### src/logic/ccc_pkg.sv
// CCC handler shared definitions
`default_nettype none

package ccc_pkg;

  // Bus and register widths
  localparam int ADDR_W = 7;
  localparam int BYTE_W = 8;
  localparam int LEN_W  = 16;
  localparam int PID_W  = 48;

  // Reserved broadcast address
  localparam logic [ADDR_W-1:0] RSVD_ADDR = 7'h7E;

  // Longest direct GET response in bytes
  localparam int MAX_GET_BYTES = 6;
  localparam int CNT_W         = $clog2(MAX_GET_BYTES + 1);

  // Max IBI payload byte sent last in GETMRL
  localparam logic [BYTE_W-1:0] MRL_IBI_BYTE = 8'hFF;

  // Supported command codes, bit 7 set for direct commands
  typedef enum logic [7:0] {
    ENEC_B   = 8'h00,
    DISEC_B  = 8'h01,
    RSTDAA   = 8'h06,
    SETMWL_B = 8'h09,
    SETMRL_B = 8'h0A,
    ENEC_D   = 8'h80,
    DISEC_D  = 8'h81,
    SETMWL_D = 8'h89,
    SETMRL_D = 8'h8A,
    GETMWL   = 8'h8B,
    GETMRL   = 8'h8C,
    GETPID   = 8'h8D,
    GETBCR   = 8'h8E,
    GETDCR   = 8'h8F
  } ccc_code_e;

  // Handler states
  typedef enum logic [4:0] {
    ST_IDLE         = 5'd0,
    ST_WAIT         = 5'd1,
    ST_RX_TBIT      = 5'd2,
    ST_RX_DATA      = 5'd3,
    ST_RX_DATA_TBIT = 5'd4,
    ST_SKIP         = 5'd5,
    ST_RX_ADDR      = 5'd6,
    ST_TX_ADDR_ACK  = 5'd7,
    ST_TX_DATA      = 5'd8,
    ST_TX_DATA_TBIT = 5'd9,
    ST_WAIT_COND    = 5'd10,
    ST_WAIT_STOP    = 5'd11,
    ST_DONE         = 5'd12
  } ccc_state_e;

endpackage

`default_nettype wire

### src/logic/ccc_fsm.sv
// CCC handler state machine
`timescale 1ns/1ns
`default_nettype none

module ccc_fsm (
  input  logic                          clk_i,
  input  logic                          rst_ni,
  input  ccc_pkg::ccc_code_e            ccc_i,
  input  logic                          ccc_valid_i,
  input  logic                          bus_rstart_det_i,
  input  logic                          bus_stop_det_i,
  input  logic [ccc_pkg::BYTE_W-1:0]    bus_rx_data_i,
  input  logic                          bus_rx_done_i,
  input  logic                          bus_tx_done_i,
  input  logic [ccc_pkg::ADDR_W-1:0]    target_sta_address_i,
  input  logic                          target_sta_address_valid_i,
  input  logic [ccc_pkg::ADDR_W-1:0]    target_dyn_address_i,
  input  logic                          target_dyn_address_valid_i,
  input  logic [ccc_pkg::BYTE_W-1:0]    tx_byte_i,
  input  logic                          tx_last_i,
  output logic                          done_fsm_o,
  output logic                          bus_rx_req_bit_o,
  output logic                          bus_rx_req_byte_o,
  output logic                          bus_tx_req_bit_o,
  output logic                          bus_tx_req_byte_o,
  output logic [ccc_pkg::BYTE_W-1:0]    bus_tx_req_value_o,
  output logic                          bus_tx_sel_od_pp_o,
  output ccc_pkg::ccc_code_e            code_o,
  output logic                          tx_load_o,
  output logic                          tx_next_o,
  output logic [ccc_pkg::BYTE_W-1:0]    rx_byte_o,
  output logic                          rx_byte_valid_o,
  output logic                          xfer_start_o,
  output logic                          rstdaa_event_o
);
  import ccc_pkg::*;

  ccc_state_e        state_q, state_d;
  ccc_code_e         code_q;
  logic [ADDR_W-1:0] addr_q;
  logic              rnw_q;
  logic [BYTE_W-1:0] rx_q;
  logic              is_direct;
  logic              is_get;
  logic              has_data;
  logic              addr_ours;
  logic              addr_rsvd;

  assign is_direct = code_q[7];
  assign is_get    = code_q inside {GETMWL, GETMRL, GETPID, GETBCR, GETDCR};
  // Only RSTDAA among the broadcasts comes without data
  assign has_data  = (code_q != RSTDAA);
  assign addr_rsvd = (addr_q == RSVD_ADDR);

  // Dynamic address wins over static
  always_comb begin
    if (target_dyn_address_valid_i) begin
      addr_ours = (addr_q == target_dyn_address_i);
    end else if (target_sta_address_valid_i) begin
      addr_ours = (addr_q == target_sta_address_i);
    end else begin
      addr_ours = 1'b0;
    end
  end

  always_comb begin
    state_d = state_q;
    case (state_q)
      ST_IDLE:         state_d = ST_WAIT;
      ST_WAIT:         if (ccc_valid_i) state_d = ST_RX_TBIT;
      ST_RX_TBIT: begin
        if (bus_rx_done_i) begin
          if (is_direct) state_d = ST_SKIP;
          else if (has_data) state_d = ST_RX_DATA;
          else state_d = ST_WAIT_STOP;
        end
      end
      ST_RX_DATA: begin
        if (bus_rstart_det_i) state_d = ST_RX_ADDR;
        else if (bus_rx_done_i) state_d = ST_RX_DATA_TBIT;
      end
      ST_RX_DATA_TBIT: if (bus_rx_done_i) state_d = ST_RX_DATA;
      // Anything before the first Sr of a direct CCC is dropped
      ST_SKIP:         if (bus_rstart_det_i) state_d = ST_RX_ADDR;
      ST_RX_ADDR:      if (bus_rx_done_i) state_d = ST_TX_ADDR_ACK;
      ST_TX_ADDR_ACK: begin
        if (bus_tx_done_i) begin
          if (addr_rsvd) state_d = ST_WAIT_STOP;
          else if (addr_ours && rnw_q && is_get) state_d = ST_TX_DATA;
          else if (addr_ours && !rnw_q && !is_get) state_d = ST_RX_DATA;
          else state_d = ST_WAIT_COND;
        end
      end
      ST_TX_DATA:      if (bus_tx_done_i) state_d = ST_TX_DATA_TBIT;
      ST_TX_DATA_TBIT: begin
        if (bus_tx_done_i) state_d = tx_last_i ? ST_WAIT_COND : ST_TX_DATA;
      end
      ST_WAIT_COND:    if (bus_rstart_det_i) state_d = ST_RX_ADDR;
      ST_WAIT_STOP:    state_d = ST_WAIT_STOP;
      ST_DONE:         state_d = ST_IDLE;
      default:         state_d = ST_IDLE;
    endcase
  end

  // STOP ends the flow from any state
  always_ff @(posedge clk_i or negedge rst_ni) begin
    if (!rst_ni) begin
      state_q <= ST_IDLE;
    end else if (bus_stop_det_i) begin
      state_q <= ST_DONE;
    end else begin
      state_q <= state_d;
    end
  end

  always_ff @(posedge clk_i or negedge rst_ni) begin
    if (!rst_ni) begin
      code_q <= ccc_code_e'(8'h00);
      addr_q <= '0;
      rnw_q  <= 1'b0;
      rx_q   <= '0;
    end else begin
      if (state_q == ST_WAIT && ccc_valid_i) begin
        code_q <= ccc_i;
        addr_q <= '0;
        rnw_q  <= 1'b0;
      end
      if (state_q == ST_RX_ADDR && bus_rx_done_i) begin
        addr_q <= bus_rx_data_i[BYTE_W-1:1];
        rnw_q  <= bus_rx_data_i[0];
      end
      if (state_q == ST_RX_DATA && bus_rx_done_i) rx_q <= bus_rx_data_i;
    end
  end

  // Bus requests
  assign bus_rx_req_bit_o  = state_q inside {ST_RX_TBIT, ST_RX_DATA_TBIT};
  assign bus_rx_req_byte_o = state_q inside {ST_RX_DATA, ST_SKIP, ST_RX_ADDR};
  assign bus_tx_req_bit_o  = state_q inside {ST_TX_ADDR_ACK, ST_TX_DATA_TBIT};
  assign bus_tx_req_byte_o = (state_q == ST_TX_DATA);
  assign bus_tx_sel_od_pp_o = state_q inside {ST_TX_DATA, ST_TX_DATA_TBIT};

  always_comb begin
    case (state_q)
      // ACK is driven low for our address and for 7E
      ST_TX_ADDR_ACK:  bus_tx_req_value_o = {{(BYTE_W-1){1'b0}}, ~(addr_ours | addr_rsvd)};
      ST_TX_DATA:      bus_tx_req_value_o = tx_byte_i;
      ST_TX_DATA_TBIT: bus_tx_req_value_o = {{(BYTE_W-1){1'b0}}, ~tx_last_i};
      default:         bus_tx_req_value_o = '0;
    endcase
  end

  assign done_fsm_o      = (state_q == ST_DONE);
  assign code_o          = code_q;
  assign tx_load_o       = (state_q == ST_TX_ADDR_ACK);
  assign tx_next_o       = (state_q == ST_TX_DATA) && bus_tx_done_i;
  assign rx_byte_o       = rx_q;
  assign rx_byte_valid_o = (state_q == ST_RX_DATA_TBIT) && bus_rx_done_i && !addr_rsvd;
  assign xfer_start_o    = (state_q == ST_WAIT && ccc_valid_i) ||
                           (state_q == ST_RX_ADDR && bus_rx_done_i);
  assign rstdaa_event_o  = (state_q == ST_RX_TBIT) && bus_rx_done_i && !is_direct && !has_data;

  a_rx_tx_excl: assert property (@(posedge clk_i) disable iff (!rst_ni)
    !((bus_rx_req_bit_o || bus_rx_req_byte_o) && (bus_tx_req_bit_o || bus_tx_req_byte_o)));

endmodule

`default_nettype wire

### src/logic/ccc_get_source.sv
// Direct GET response source
`timescale 1ns/1ns
`default_nettype none

module ccc_get_source (
  input  logic                       clk_i,
  input  logic                       rst_ni,
  input  ccc_pkg::ccc_code_e         code_i,
  input  logic                       tx_load_i,
  input  logic                       tx_next_i,
  input  logic [ccc_pkg::LEN_W-1:0]  get_mwl_i,
  input  logic [ccc_pkg::LEN_W-1:0]  get_mrl_i,
  input  logic [ccc_pkg::BYTE_W-1:0] get_bcr_i,
  input  logic [ccc_pkg::BYTE_W-1:0] get_dcr_i,
  input  logic [ccc_pkg::PID_W-1:0]  get_pid_i,
  output logic [ccc_pkg::BYTE_W-1:0] tx_byte_o,
  output logic                       tx_last_o
);
  import ccc_pkg::*;

  logic [CNT_W-1:0] cnt_q;
  logic [CNT_W-1:0] cnt_init;
  logic [CNT_W-1:0] idx;
  logic [PID_W-1:0] resp;

  // Response right aligned, byte n-1 goes out when n bytes remain
  always_comb begin
    case (code_i)
      GETBCR: begin
        cnt_init = CNT_W'(1);
        resp     = PID_W'(get_bcr_i);
      end
      GETDCR: begin
        cnt_init = CNT_W'(1);
        resp     = PID_W'(get_dcr_i);
      end
      GETMWL: begin
        cnt_init = CNT_W'(2);
        resp     = PID_W'(get_mwl_i);
      end
      GETMRL: begin
        cnt_init = CNT_W'(3);
        resp     = PID_W'({get_mrl_i, MRL_IBI_BYTE});
      end
      GETPID: begin
        cnt_init = CNT_W'(MAX_GET_BYTES);
        resp     = get_pid_i;
      end
      default: begin
        cnt_init = '0;
        resp     = '0;
      end
    endcase
  end

  // Remaining bytes
  always_ff @(posedge clk_i or negedge rst_ni) begin
    if (!rst_ni) begin
      cnt_q <= '0;
    end else if (tx_load_i) begin
      cnt_q <= cnt_init;
    end else if (tx_next_i && cnt_q != '0) begin
      cnt_q <= cnt_q - 1'b1;
    end
  end

  assign idx       = cnt_q - 1'b1;
  assign tx_byte_o = (cnt_q == '0) ? '0 : resp[idx*BYTE_W +: BYTE_W];
  assign tx_last_o = (cnt_q == '0);

  a_no_underflow: assert property (@(posedge clk_i) disable iff (!rst_ni)
    tx_next_i |-> cnt_q != '0);

endmodule

`default_nettype wire

### src/logic/ccc_set_capture.sv
// SET CCC capture registers
`timescale 1ns/1ns
`default_nettype none

module ccc_set_capture (
  input  logic                       clk_i,
  input  logic                       rst_ni,
  input  ccc_pkg::ccc_code_e         code_i,
  input  logic [ccc_pkg::BYTE_W-1:0] rx_byte_i,
  input  logic                       rx_byte_valid_i,
  input  logic                       xfer_start_i,
  input  logic                       rstdaa_event_i,
  output logic                       set_mwl_o,
  output logic [ccc_pkg::LEN_W-1:0]  mwl_o,
  output logic                       set_mrl_o,
  output logic [ccc_pkg::LEN_W-1:0]  mrl_o,
  output logic                       enec_ibi_o,
  output logic                       enec_crr_o,
  output logic                       enec_hj_o,
  output logic                       disec_ibi_o,
  output logic                       disec_crr_o,
  output logic                       disec_hj_o,
  output logic                       rstdaa_o
);
  import ccc_pkg::*;

  logic [1:0] idx_q;
  logic       first_byte;
  logic       second_byte;

  // Data byte index, saturates past the bytes we care about
  always_ff @(posedge clk_i or negedge rst_ni) begin
    if (!rst_ni) begin
      idx_q <= '0;
    end else if (xfer_start_i) begin
      idx_q <= '0;
    end else if (rx_byte_valid_i && idx_q != 2'd3) begin
      idx_q <= idx_q + 1'b1;
    end
  end

  assign first_byte  = rx_byte_valid_i && (idx_q == 2'd0);
  assign second_byte = rx_byte_valid_i && (idx_q == 2'd1);

  // Max lengths arrive high byte first
  always_ff @(posedge clk_i or negedge rst_ni) begin
    if (!rst_ni) begin
      mwl_o     <= '0;
      mrl_o     <= '0;
      set_mwl_o <= 1'b0;
      set_mrl_o <= 1'b0;
    end else begin
      set_mwl_o <= 1'b0;
      set_mrl_o <= 1'b0;
      if (code_i inside {SETMWL_B, SETMWL_D}) begin
        if (first_byte) mwl_o[LEN_W-1:BYTE_W] <= rx_byte_i;
        if (second_byte) begin
          mwl_o[BYTE_W-1:0] <= rx_byte_i;
          set_mwl_o         <= 1'b1;
        end
      end
      if (code_i inside {SETMRL_B, SETMRL_D}) begin
        if (first_byte) mrl_o[LEN_W-1:BYTE_W] <= rx_byte_i;
        if (second_byte) begin
          mrl_o[BYTE_W-1:0] <= rx_byte_i;
          set_mrl_o         <= 1'b1;
        end
      end
    end
  end

  // Event bits, IBI in 0, CRR in 1, HJ in 3
  always_ff @(posedge clk_i or negedge rst_ni) begin
    if (!rst_ni) begin
      enec_ibi_o  <= 1'b0;
      enec_crr_o  <= 1'b0;
      enec_hj_o   <= 1'b0;
      disec_ibi_o <= 1'b0;
      disec_crr_o <= 1'b0;
      disec_hj_o  <= 1'b0;
    end else if (first_byte) begin
      if (code_i inside {ENEC_B, ENEC_D}) begin
        enec_ibi_o <= rx_byte_i[0];
        enec_crr_o <= rx_byte_i[1];
        enec_hj_o  <= rx_byte_i[3];
      end
      if (code_i inside {DISEC_B, DISEC_D}) begin
        disec_ibi_o <= rx_byte_i[0];
        disec_crr_o <= rx_byte_i[1];
        disec_hj_o  <= rx_byte_i[3];
      end
    end
  end

  always_ff @(posedge clk_i or negedge rst_ni) begin
    if (!rst_ni) begin
      rstdaa_o <= 1'b0;
    end else begin
      rstdaa_o <= rstdaa_event_i && (code_i == RSTDAA);
    end
  end

endmodule

`default_nettype wire

### src/logic/ccc_top.sv
// CCC handler top level
`timescale 1ns/1ns
`default_nettype none

module ccc_top (
  input  logic                       clk_i,
  input  logic                       rst_ni,
  input  ccc_pkg::ccc_code_e         ccc_i,
  input  logic                       ccc_valid_i,
  input  logic                       bus_rstart_det_i,
  input  logic                       bus_stop_det_i,
  input  logic [ccc_pkg::BYTE_W-1:0] bus_rx_data_i,
  input  logic                       bus_rx_done_i,
  input  logic                       bus_tx_done_i,
  input  logic [ccc_pkg::ADDR_W-1:0] target_sta_address_i,
  input  logic                       target_sta_address_valid_i,
  input  logic [ccc_pkg::ADDR_W-1:0] target_dyn_address_i,
  input  logic                       target_dyn_address_valid_i,
  input  logic [ccc_pkg::LEN_W-1:0]  get_mwl_i,
  input  logic [ccc_pkg::LEN_W-1:0]  get_mrl_i,
  input  logic [ccc_pkg::BYTE_W-1:0] get_bcr_i,
  input  logic [ccc_pkg::BYTE_W-1:0] get_dcr_i,
  input  logic [ccc_pkg::PID_W-1:0]  get_pid_i,
  output logic                       done_fsm_o,
  output logic                       bus_rx_req_bit_o,
  output logic                       bus_rx_req_byte_o,
  output logic                       bus_tx_req_bit_o,
  output logic                       bus_tx_req_byte_o,
  output logic [ccc_pkg::BYTE_W-1:0] bus_tx_req_value_o,
  output logic                       bus_tx_sel_od_pp_o,
  output logic                       set_mwl_o,
  output logic [ccc_pkg::LEN_W-1:0]  mwl_o,
  output logic                       set_mrl_o,
  output logic [ccc_pkg::LEN_W-1:0]  mrl_o,
  output logic                       enec_ibi_o,
  output logic                       enec_crr_o,
  output logic                       enec_hj_o,
  output logic                       disec_ibi_o,
  output logic                       disec_crr_o,
  output logic                       disec_hj_o,
  output logic                       rstdaa_o
);
  import ccc_pkg::*;

  ccc_code_e         code;
  logic              tx_load;
  logic              tx_next;
  logic [BYTE_W-1:0] tx_byte;
  logic              tx_last;
  logic [BYTE_W-1:0] rx_byte;
  logic              rx_byte_valid;
  logic              xfer_start;
  logic              rstdaa_event;

  ccc_fsm u_fsm (
    .clk_i,
    .rst_ni,
    .ccc_i,
    .ccc_valid_i,
    .bus_rstart_det_i,
    .bus_stop_det_i,
    .bus_rx_data_i,
    .bus_rx_done_i,
    .bus_tx_done_i,
    .target_sta_address_i,
    .target_sta_address_valid_i,
    .target_dyn_address_i,
    .target_dyn_address_valid_i,
    .tx_byte_i          (tx_byte),
    .tx_last_i          (tx_last),
    .done_fsm_o,
    .bus_rx_req_bit_o,
    .bus_rx_req_byte_o,
    .bus_tx_req_bit_o,
    .bus_tx_req_byte_o,
    .bus_tx_req_value_o,
    .bus_tx_sel_od_pp_o,
    .code_o             (code),
    .tx_load_o          (tx_load),
    .tx_next_o          (tx_next),
    .rx_byte_o          (rx_byte),
    .rx_byte_valid_o    (rx_byte_valid),
    .xfer_start_o       (xfer_start),
    .rstdaa_event_o     (rstdaa_event)
  );

  ccc_get_source u_get_source (
    .clk_i,
    .rst_ni,
    .code_i    (code),
    .tx_load_i (tx_load),
    .tx_next_i (tx_next),
    .get_mwl_i,
    .get_mrl_i,
    .get_bcr_i,
    .get_dcr_i,
    .get_pid_i,
    .tx_byte_o (tx_byte),
    .tx_last_o (tx_last)
  );

  ccc_set_capture u_set_capture (
    .clk_i,
    .rst_ni,
    .code_i          (code),
    .rx_byte_i       (rx_byte),
    .rx_byte_valid_i (rx_byte_valid),
    .xfer_start_i    (xfer_start),
    .rstdaa_event_i  (rstdaa_event),
    .set_mwl_o,
    .mwl_o,
    .set_mrl_o,
    .mrl_o,
    .enec_ibi_o,
    .enec_crr_o,
    .enec_hj_o,
    .disec_ibi_o,
    .disec_crr_o,
    .disec_hj_o,
    .rstdaa_o
  );

endmodule

`default_nettype wire

### config.mk
export PLATFORM = sky130hd
export DESIGN_NAME = ccc_top
export DESIGN_NICKNAME = d
export VERILOG_FILES = /design/src/logic/ccc_pkg.sv /design/src/logic/ccc_fsm.sv /design/src/logic/ccc_get_source.sv /design/src/logic/ccc_set_capture.sv /design/src/logic/ccc_top.sv
export SDC_FILE = /design/constraint.sdc
export NUM_CORES = 1
export LEC_CHECK = 0
export BUFFER_PORTS_ARGS = -buffer_cell sky130_fd_sc_hd__buf_2
export CELL_PAD_IN_SITES_DETAIL_PLACEMENT = 1
export CELL_PAD_IN_SITES_GLOBAL_PLACEMENT = 1
export CORE_MARGIN = 10
export CORE_UTILIZATION = 32
export CTS_CLUSTER_SIZE = 16
export DETAILED_ROUTE_END_ITERATION = 8
export PLACE_DENSITY_LB_ADDON = 0.1
export SLEW_MARGIN = 20
export SYNTH_ARGS = -nofsm -noshare
export SYNTH_HDL_FRONTEND = slang
export SYNTH_SLANG_ARGS = --single-unit
### constraint.sdc
create_clock -name clk_i -period 2.8 [get_ports clk_i]
set_clock_uncertainty 0.1 [all_clocks]
set_input_delay 0.56 -clock clk_i [delete_from_list [all_inputs] [get_ports clk_i]]
set_output_delay 0.56 -clock clk_i [all_outputs]
set_load 0.02 [all_outputs]
# After elaboration in Yosys (flattened, before gate mapping)
# Index checks and enable logic that the tools add are counted.
# totals
in_bits	135
wordCells	151
output_inout_bits	55
regBits	75
# op_classes
muxes	35
shifts	1
addsub	2
bitwise_logic	3
n_eq_ne	40
n_reduce_logical	50
# ops
cell	count
$pmux W48 S5	1
$eq A8 B8 Y1 const B	9
$mux W5	14
$pmux W5 S11	1
$shiftx A48 B7 Y8	1
$eq A5 B4 Y1 const B	5
$pmux W8 S3	1
$ne A3 B3 Y1 const B	7
$eq A5 B3 Y1 const B	4
$reduce_bool A2 Y1	10
$logic_and A1 B1 Y1	18
$eq A8 B4 Y1 const B	2
$eq A7 B7 Y1	2
$mux W7	2
$pmux W3 S4	1
$reduce_and A2 Y1	6
$eq A5 B2 Y1 const B	2
$reduce_and A9 Y1	1
$eq A8 B1 Y1 const B	1
$eq A8 B3 Y1 const B	1
$logic_not A8 Y1	1
$mux W4	2
$mux W8	1
$ne A8 B3 Y1 const B	1
other kinds (21)	37

# Depth between registers and ports, before layout
# logic_depth
ltp_word	11
ltp_mapped	9
depth_no_buf	8

# Modules after synthesis
# From an unflattened synthesis, not the netlist that was laid out.
# hier_totals
cells_unflattened	456
area_unflattened_um2	4827.1
# modules_own_cells
module	cells_each	area_each_um2	seq_area_each_um2	n_inst
ccc_fsm	192	1803.0	700.7	1
ccc_set_capture	109	1741.7	1076.0	1
ccc_get_source	155	1282.5	75.1	1

# Worst setup path before layout
# No wires, ideal clock.
# synth_timing
kind	flip-flop to output port
from	register u_get_source.cnt_q[0]
to	output port bus_tx_req_value_o[2] in the netlist's numbering
stages_incl_launch_ff	8
t_required_ns	2.140
arrival_time_ns	2.165
n_path_buf	1
setup_slack_ns	-0.025
cell_sequence	dfrtp_1 buf_2 inv_1 ha_1 nand2b_1 nor4_1 a221oi_1 a21oi_1
# synth_between
elab_chain_len	4
elab_cells_between_ends	5
cone_classes	add/sub: 1; shift: 1; mux: 2; reduce/logical: 1
# synth_lines
element	line_no	text
start: declaration	ccc_get_source.sv:21	logic [CNT_W-1:0] cnt_q;
start signal: assignment	ccc_get_source.sv:61	cnt_q <= cnt_init;
start signal: assignment	ccc_get_source.sv:63	cnt_q <= cnt_q - 1'b1;
$sub A3 B1 Y3	ccc_get_source.sv:67	assign idx = cnt_q - 1'b1;
$shiftx A48 B7 Y8	ccc_get_source.sv:68	assign tx_byte_o = (cnt_q == '0) ? '0 : resp[idx*BYTE_W +: BYTE_W];
$mux W8 *	ccc_get_source.sv:68	
$pmux W8 S3 *	ccc_fsm.sv:144	case (state_q)
end: declaration	ccc_top.sv:29	output logic [ccc_pkg::BYTE_W-1:0] bus_tx_req_value_o,
# Mark *: on every way between the ends. The rest lies on a longest branch, timed or not.

# Worst setup path in the final report
# layout_timing
from	register u_fsm.code_q[6], in the netlist u_fsm.code_o[6]
to	output port bus_tx_req_value_o[7] in the netlist's numbering
# layout_between
elab_chain_len	5
elab_cells_between_ends	9
cone_classes	eq/ne: 5; shift: 1; mux: 3
# layout_lines
element	line_no	text
start: declaration	ccc_fsm.sv:39	ccc_code_e code_q;
start signal: assignment	ccc_fsm.sv:118	code_q <= ccc_code_e'(8'h00);
start signal: assignment	ccc_fsm.sv:124	code_q <= ccc_i;
$eq A8 B8 Y1	ccc_get_source.sv:28	case (code_i)
$pmux W48 S5 *	ccc_get_source.sv:28	
$shiftx A48 B7 Y8 *	ccc_get_source.sv:68	
$mux W8 *	ccc_get_source.sv:68	
$pmux W8 S3 *	ccc_fsm.sv:144	
# Marked as above.

==> results.yml <==
power_and_ir_drop:
  ir_drop_mv: 0.402
  p_switching_mw: 2.12
  share_comb_of_total_power_pct: 47.2
  pwr-share-seq_pct: 31.9
  p_total_mw: 5.17
  power.internal_mw: 3.05
  power.leakage_nw: 3.16
  power.clock.fraction_pct: 20.9
  powerDensity_mw_per_mm2: 824
  switching_share_pct: 41.0
critical_path:
  path_cells: "or4_4 > nor3_4 > buf_6 > a221o_1 > a21o_1 > o211ai_1 > a21oi_1 > buf_4"
  critical_path.endpoint_type: "output pin"
  cp-start-kind: "register"
  crit_start: "u_fsm.code_o[6]$_DFFE_PN0P_"
  rrSetupSlack_ns: 0.37
  crit_path_max_incr_delay_ns: 0.60
  critical_path_required_ns: 2.14
  cp_max_fo: 12
  critPathArrivalTime_ns: 2.34
  reg2reg_depth: 7
  worstSetupEndpoint: "bus_tx_req_value_o[7]"
  crit-reg2reg-launch: "u_fsm.state_q[2]$_DFFE_PN0P_"
  critPathSlowestCell: "or4_4"
  worst_r2r_endpoint: "u_set_capture.mrl_o[5]$_DFFE_PN0P_"
  path_class: "reg2out"
synth:
  synth_common_cells: "74 x dfrtp_1, 38 x mux2_2, 29 x nand2_1"
  async_flop_share_pct: 100
  synth_area_per_cell_um2: 10.5
  synth_xor_xnor_area_share_pct: 3.86
  syn_nets: 571
  synth_cell_types: 58
  synth_seq_cells: 74
  ys.flop_type: "dfrtp_1"
  synth_top_area_cell: "dfrtp_1"
  yosysMostFrequentCell: "dfrtp_1"
  yosysSeqAreaShare_pct: 40.8
  synth_adder_area_share_pct: 1.38
  synth-simple-area-share_pct: 15.6
  yosysTopAreaCellShare_pct: 40.8
  netlist_instances: 431
  synth_top_family_by_area: "multiplexers"
  synth_edf_count: 0
  synth_compound_area_share_pct: 16.0
  ys_warn_count: 0
  syn_area_mm2: 0.00454
  synthTopCellsByArea: "dfrtp_1 41%, mux2_2 9.4%, mux2_1 6.0%"
  synthMuxAreaShare_pct: 19.6
global_routing:
  grt_util_all_layers_pct: 16.9
  grt_pass1_vias: 4882
  grt_pass1_wl_mm: 26.8
  grt.overflow.total: 0
  grt_max_degree: 75
  antenna_found_initial: 3
die:
  core-area_mm2: 0.0139
  io_pins: 190
  die_area_mm2: 0.0193
  row_count: 43
  start_util_pct: 32.7
  dieHeight_um: 139
  die_w_um: 139
clocking:
  numCtsBuffers: 9
  cts_tree: "built"
  clkTransAtPathRegs_ns: 0.06
  clk_latency_ns: 0.34
  cts.sinks: 74
  root_buffer: "clkbuf_16"
  clockBufferDepth: 2
  htree_levels: 3
layout:
  multi_input_comb_area_mm2: 0.00262
  fillers: 1615
  regArea_mm2: 0.00185
  final_util_pct: 45.2
  area_growth_pct: 38.1
  stdcell_count: 835
  fin_area_mm2: 0.00627
  drive_above_1_share_pct: 46.9
  fin_nets: 788
place:
  placed_cells: 813
  routabilityCongestion: 0.867
  pre_cts_slack_ns: 0.0201
  placed_area_mm2: 0.00586
  hpwl_mm: 13.6
  portBuffers: 189
run_status:
  violations: "setup timing"
  outcome: "finished, violations left"
timing:
  finalSetupViolCount: 8
  fmax_mhz: 334
  rsz0062_at_grt: "yes"
  worstMarginPinSlew_ns: 0.940
  timing.final.ws_setup_ns: -0.198
  period_needed_ns: 3.00
  maxSlewHeadroom_pct: 37.3
  fin_crit_sh_pct: 107
  drv_slew: 0
  hold_violations: 0
drt:
  via_per_inst: 5.21
  wl_mm: 16.6
  ant_nets: 0
  drt-initial-drc-count: 143
  vias: 4350
  drt_first_pass_iters: 4
  drc: 0
  avgRoutedWirePerCell_um: 19.9
job:
  max-cap-violations: 0
worst_hold_path:
  hold_class: "in2async"
-- final cells by class --
cell class	count	area share, %
multi-input cells	328	41.8
flip-flops and latches	74	29.6
repair buffers	224	19.8
clock buffers	11	3.87
well taps	180	3.59
inverters	11	0.659
clock inverters	5	0.619
diodes	2	0.0799
-- power by group through the flow --
stage	Sequential, mW	Combinational, mW	Clock (mW)
CTS	1.65	2.43	1.11
global route	1.70	2.71	1.16
floorplan	1.55	1.61	0
global placement	1.65	2.25	0
finish	1.65	2.44	1.08
detailed placement	1.67	2.31	0
-- cell usage in the layout (no fill, tap or decap), types with 5 or more instances in the layout --
cell and n:
a21o_1 6, a21oi_1 19, a221o_1 14, a221oi_1 10
a22o_1 8, buf_2 181, buf_4 39, clkbuf_16 9
dfrtp_1 73, inv_1 11, mux2_1 24, mux2_2 38
mux2i_1 19, nand2_1 29, nand2b_1 5, nand3_1 10
nand4_1 5, nor2_1 25, nor2b_1 5, nor3_1 10
o211ai_1 8, o21ai_0 9, o21ai_1 10, xnor2_1 11
xor2_1 9
-- worst max-delay path, delay by kind of cell (launching register included) --
| kind | cells | cell delay, ns |
|---|---|---|
| AO/OA/AOI/OAI | 4 | 0.49 |
| buffers and inverters | 2 | 0.33 |
| AND/OR/NAND/NOR | 2 | 0.76 |
| flip-flops | 1 | 0.41 |
-- metal layers --
metal / part of all wire, % / track usage, %
met4: 1.9 / 5.88
met1: 43 / 19.5
met2: 49 / 28.8
met3: 6.3 / 5.41
met5: 0 / 0
-- stage by stage --
stage | TNS (ns) | hold slack (ns)
global placement | 0 | 0.364
global route | -2.61 | 0.337
finish | -1.47 | 0.255
CTS | -1.71 | 0.308
floorplan | 0 | 0.164
detailed placement | 0 | 0.369
-- worst min-delay path by stage --
stage               cells after the start  slack [ns]                                 from                                    to
floorplan                               0        0.16                               rst_ni           u_fsm.addr_q[0]$_DFFE_PN0P_
global placement                        1        0.36  u_set_capture.mrl_o[12]$_DFFE_PN0P_   u_set_capture.mrl_o[12]$_DFFE_PN0P_
detailed placement                      1        0.37  u_set_capture.mwl_o[13]$_DFFE_PN0P_   u_set_capture.mwl_o[13]$_DFFE_PN0P_
CTS                                     1        0.31                               rst_ni    u_set_capture.mrl_o[1]$_DFFE_PN0P_
global route                            1        0.34                               rst_ni  u_set_capture.disec_hj_o$_DFFE_PN0P_
finish                                  1        0.26                               rst_ni  u_set_capture.disec_hj_o$_DFFE_PN0P_
-- sequential cells by signal, indices dropped and copies added (netlist names) --
signal                     flops
u_set_capture.mrl_o           16
u_set_capture.mwl_o           16
u_fsm.code_o                   8
u_fsm.rx_byte_o                8
u_fsm.addr_q                   7
u_fsm.state_q                  4
u_get_source.cnt_q             3
u_set_capture.idx_q            2
u_fsm.rnw_q                    1
u_set_capture.disec_crr_o      1
u_set_capture.disec_hj_o       1
u_set_capture.disec_ibi_o      1
u_set_capture.enec_crr_o       1
u_set_capture.enec_hj_o        1
u_set_capture.enec_ibi_o       1
u_set_capture.rstdaa_o         1
u_set_capture.set_mrl_o        1
u_set_capture.set_mwl_o        1
-- what timing repair did --
action,4_1_cts,5_1_grt
hold buffers,0,0
resized for setup,22,8
setup endpoints to repair,8,10
gates cloned,1,0
buffers inserted,3,0
pin swaps,3,3
-- cells by family (layout without fill, tap and decap cells) --
| group | count (synthesis) | after routing |
|---|---|---|
| adder cells (fa/ha/maj) | 5 | 5 |
| multiplexers | 81 | 81 |
| AND/OR/NAND/NOR | 122 | 122 |
| AO/OA/AOI/OAI | 100 | 100 |
| other | 0 | 2 |
| XOR/XNOR | 20 | 20 |
| flip-flops | 74 | 74 |
| buffers and inverters | 29 | 251 |
(Power assumes the default switching activity.)
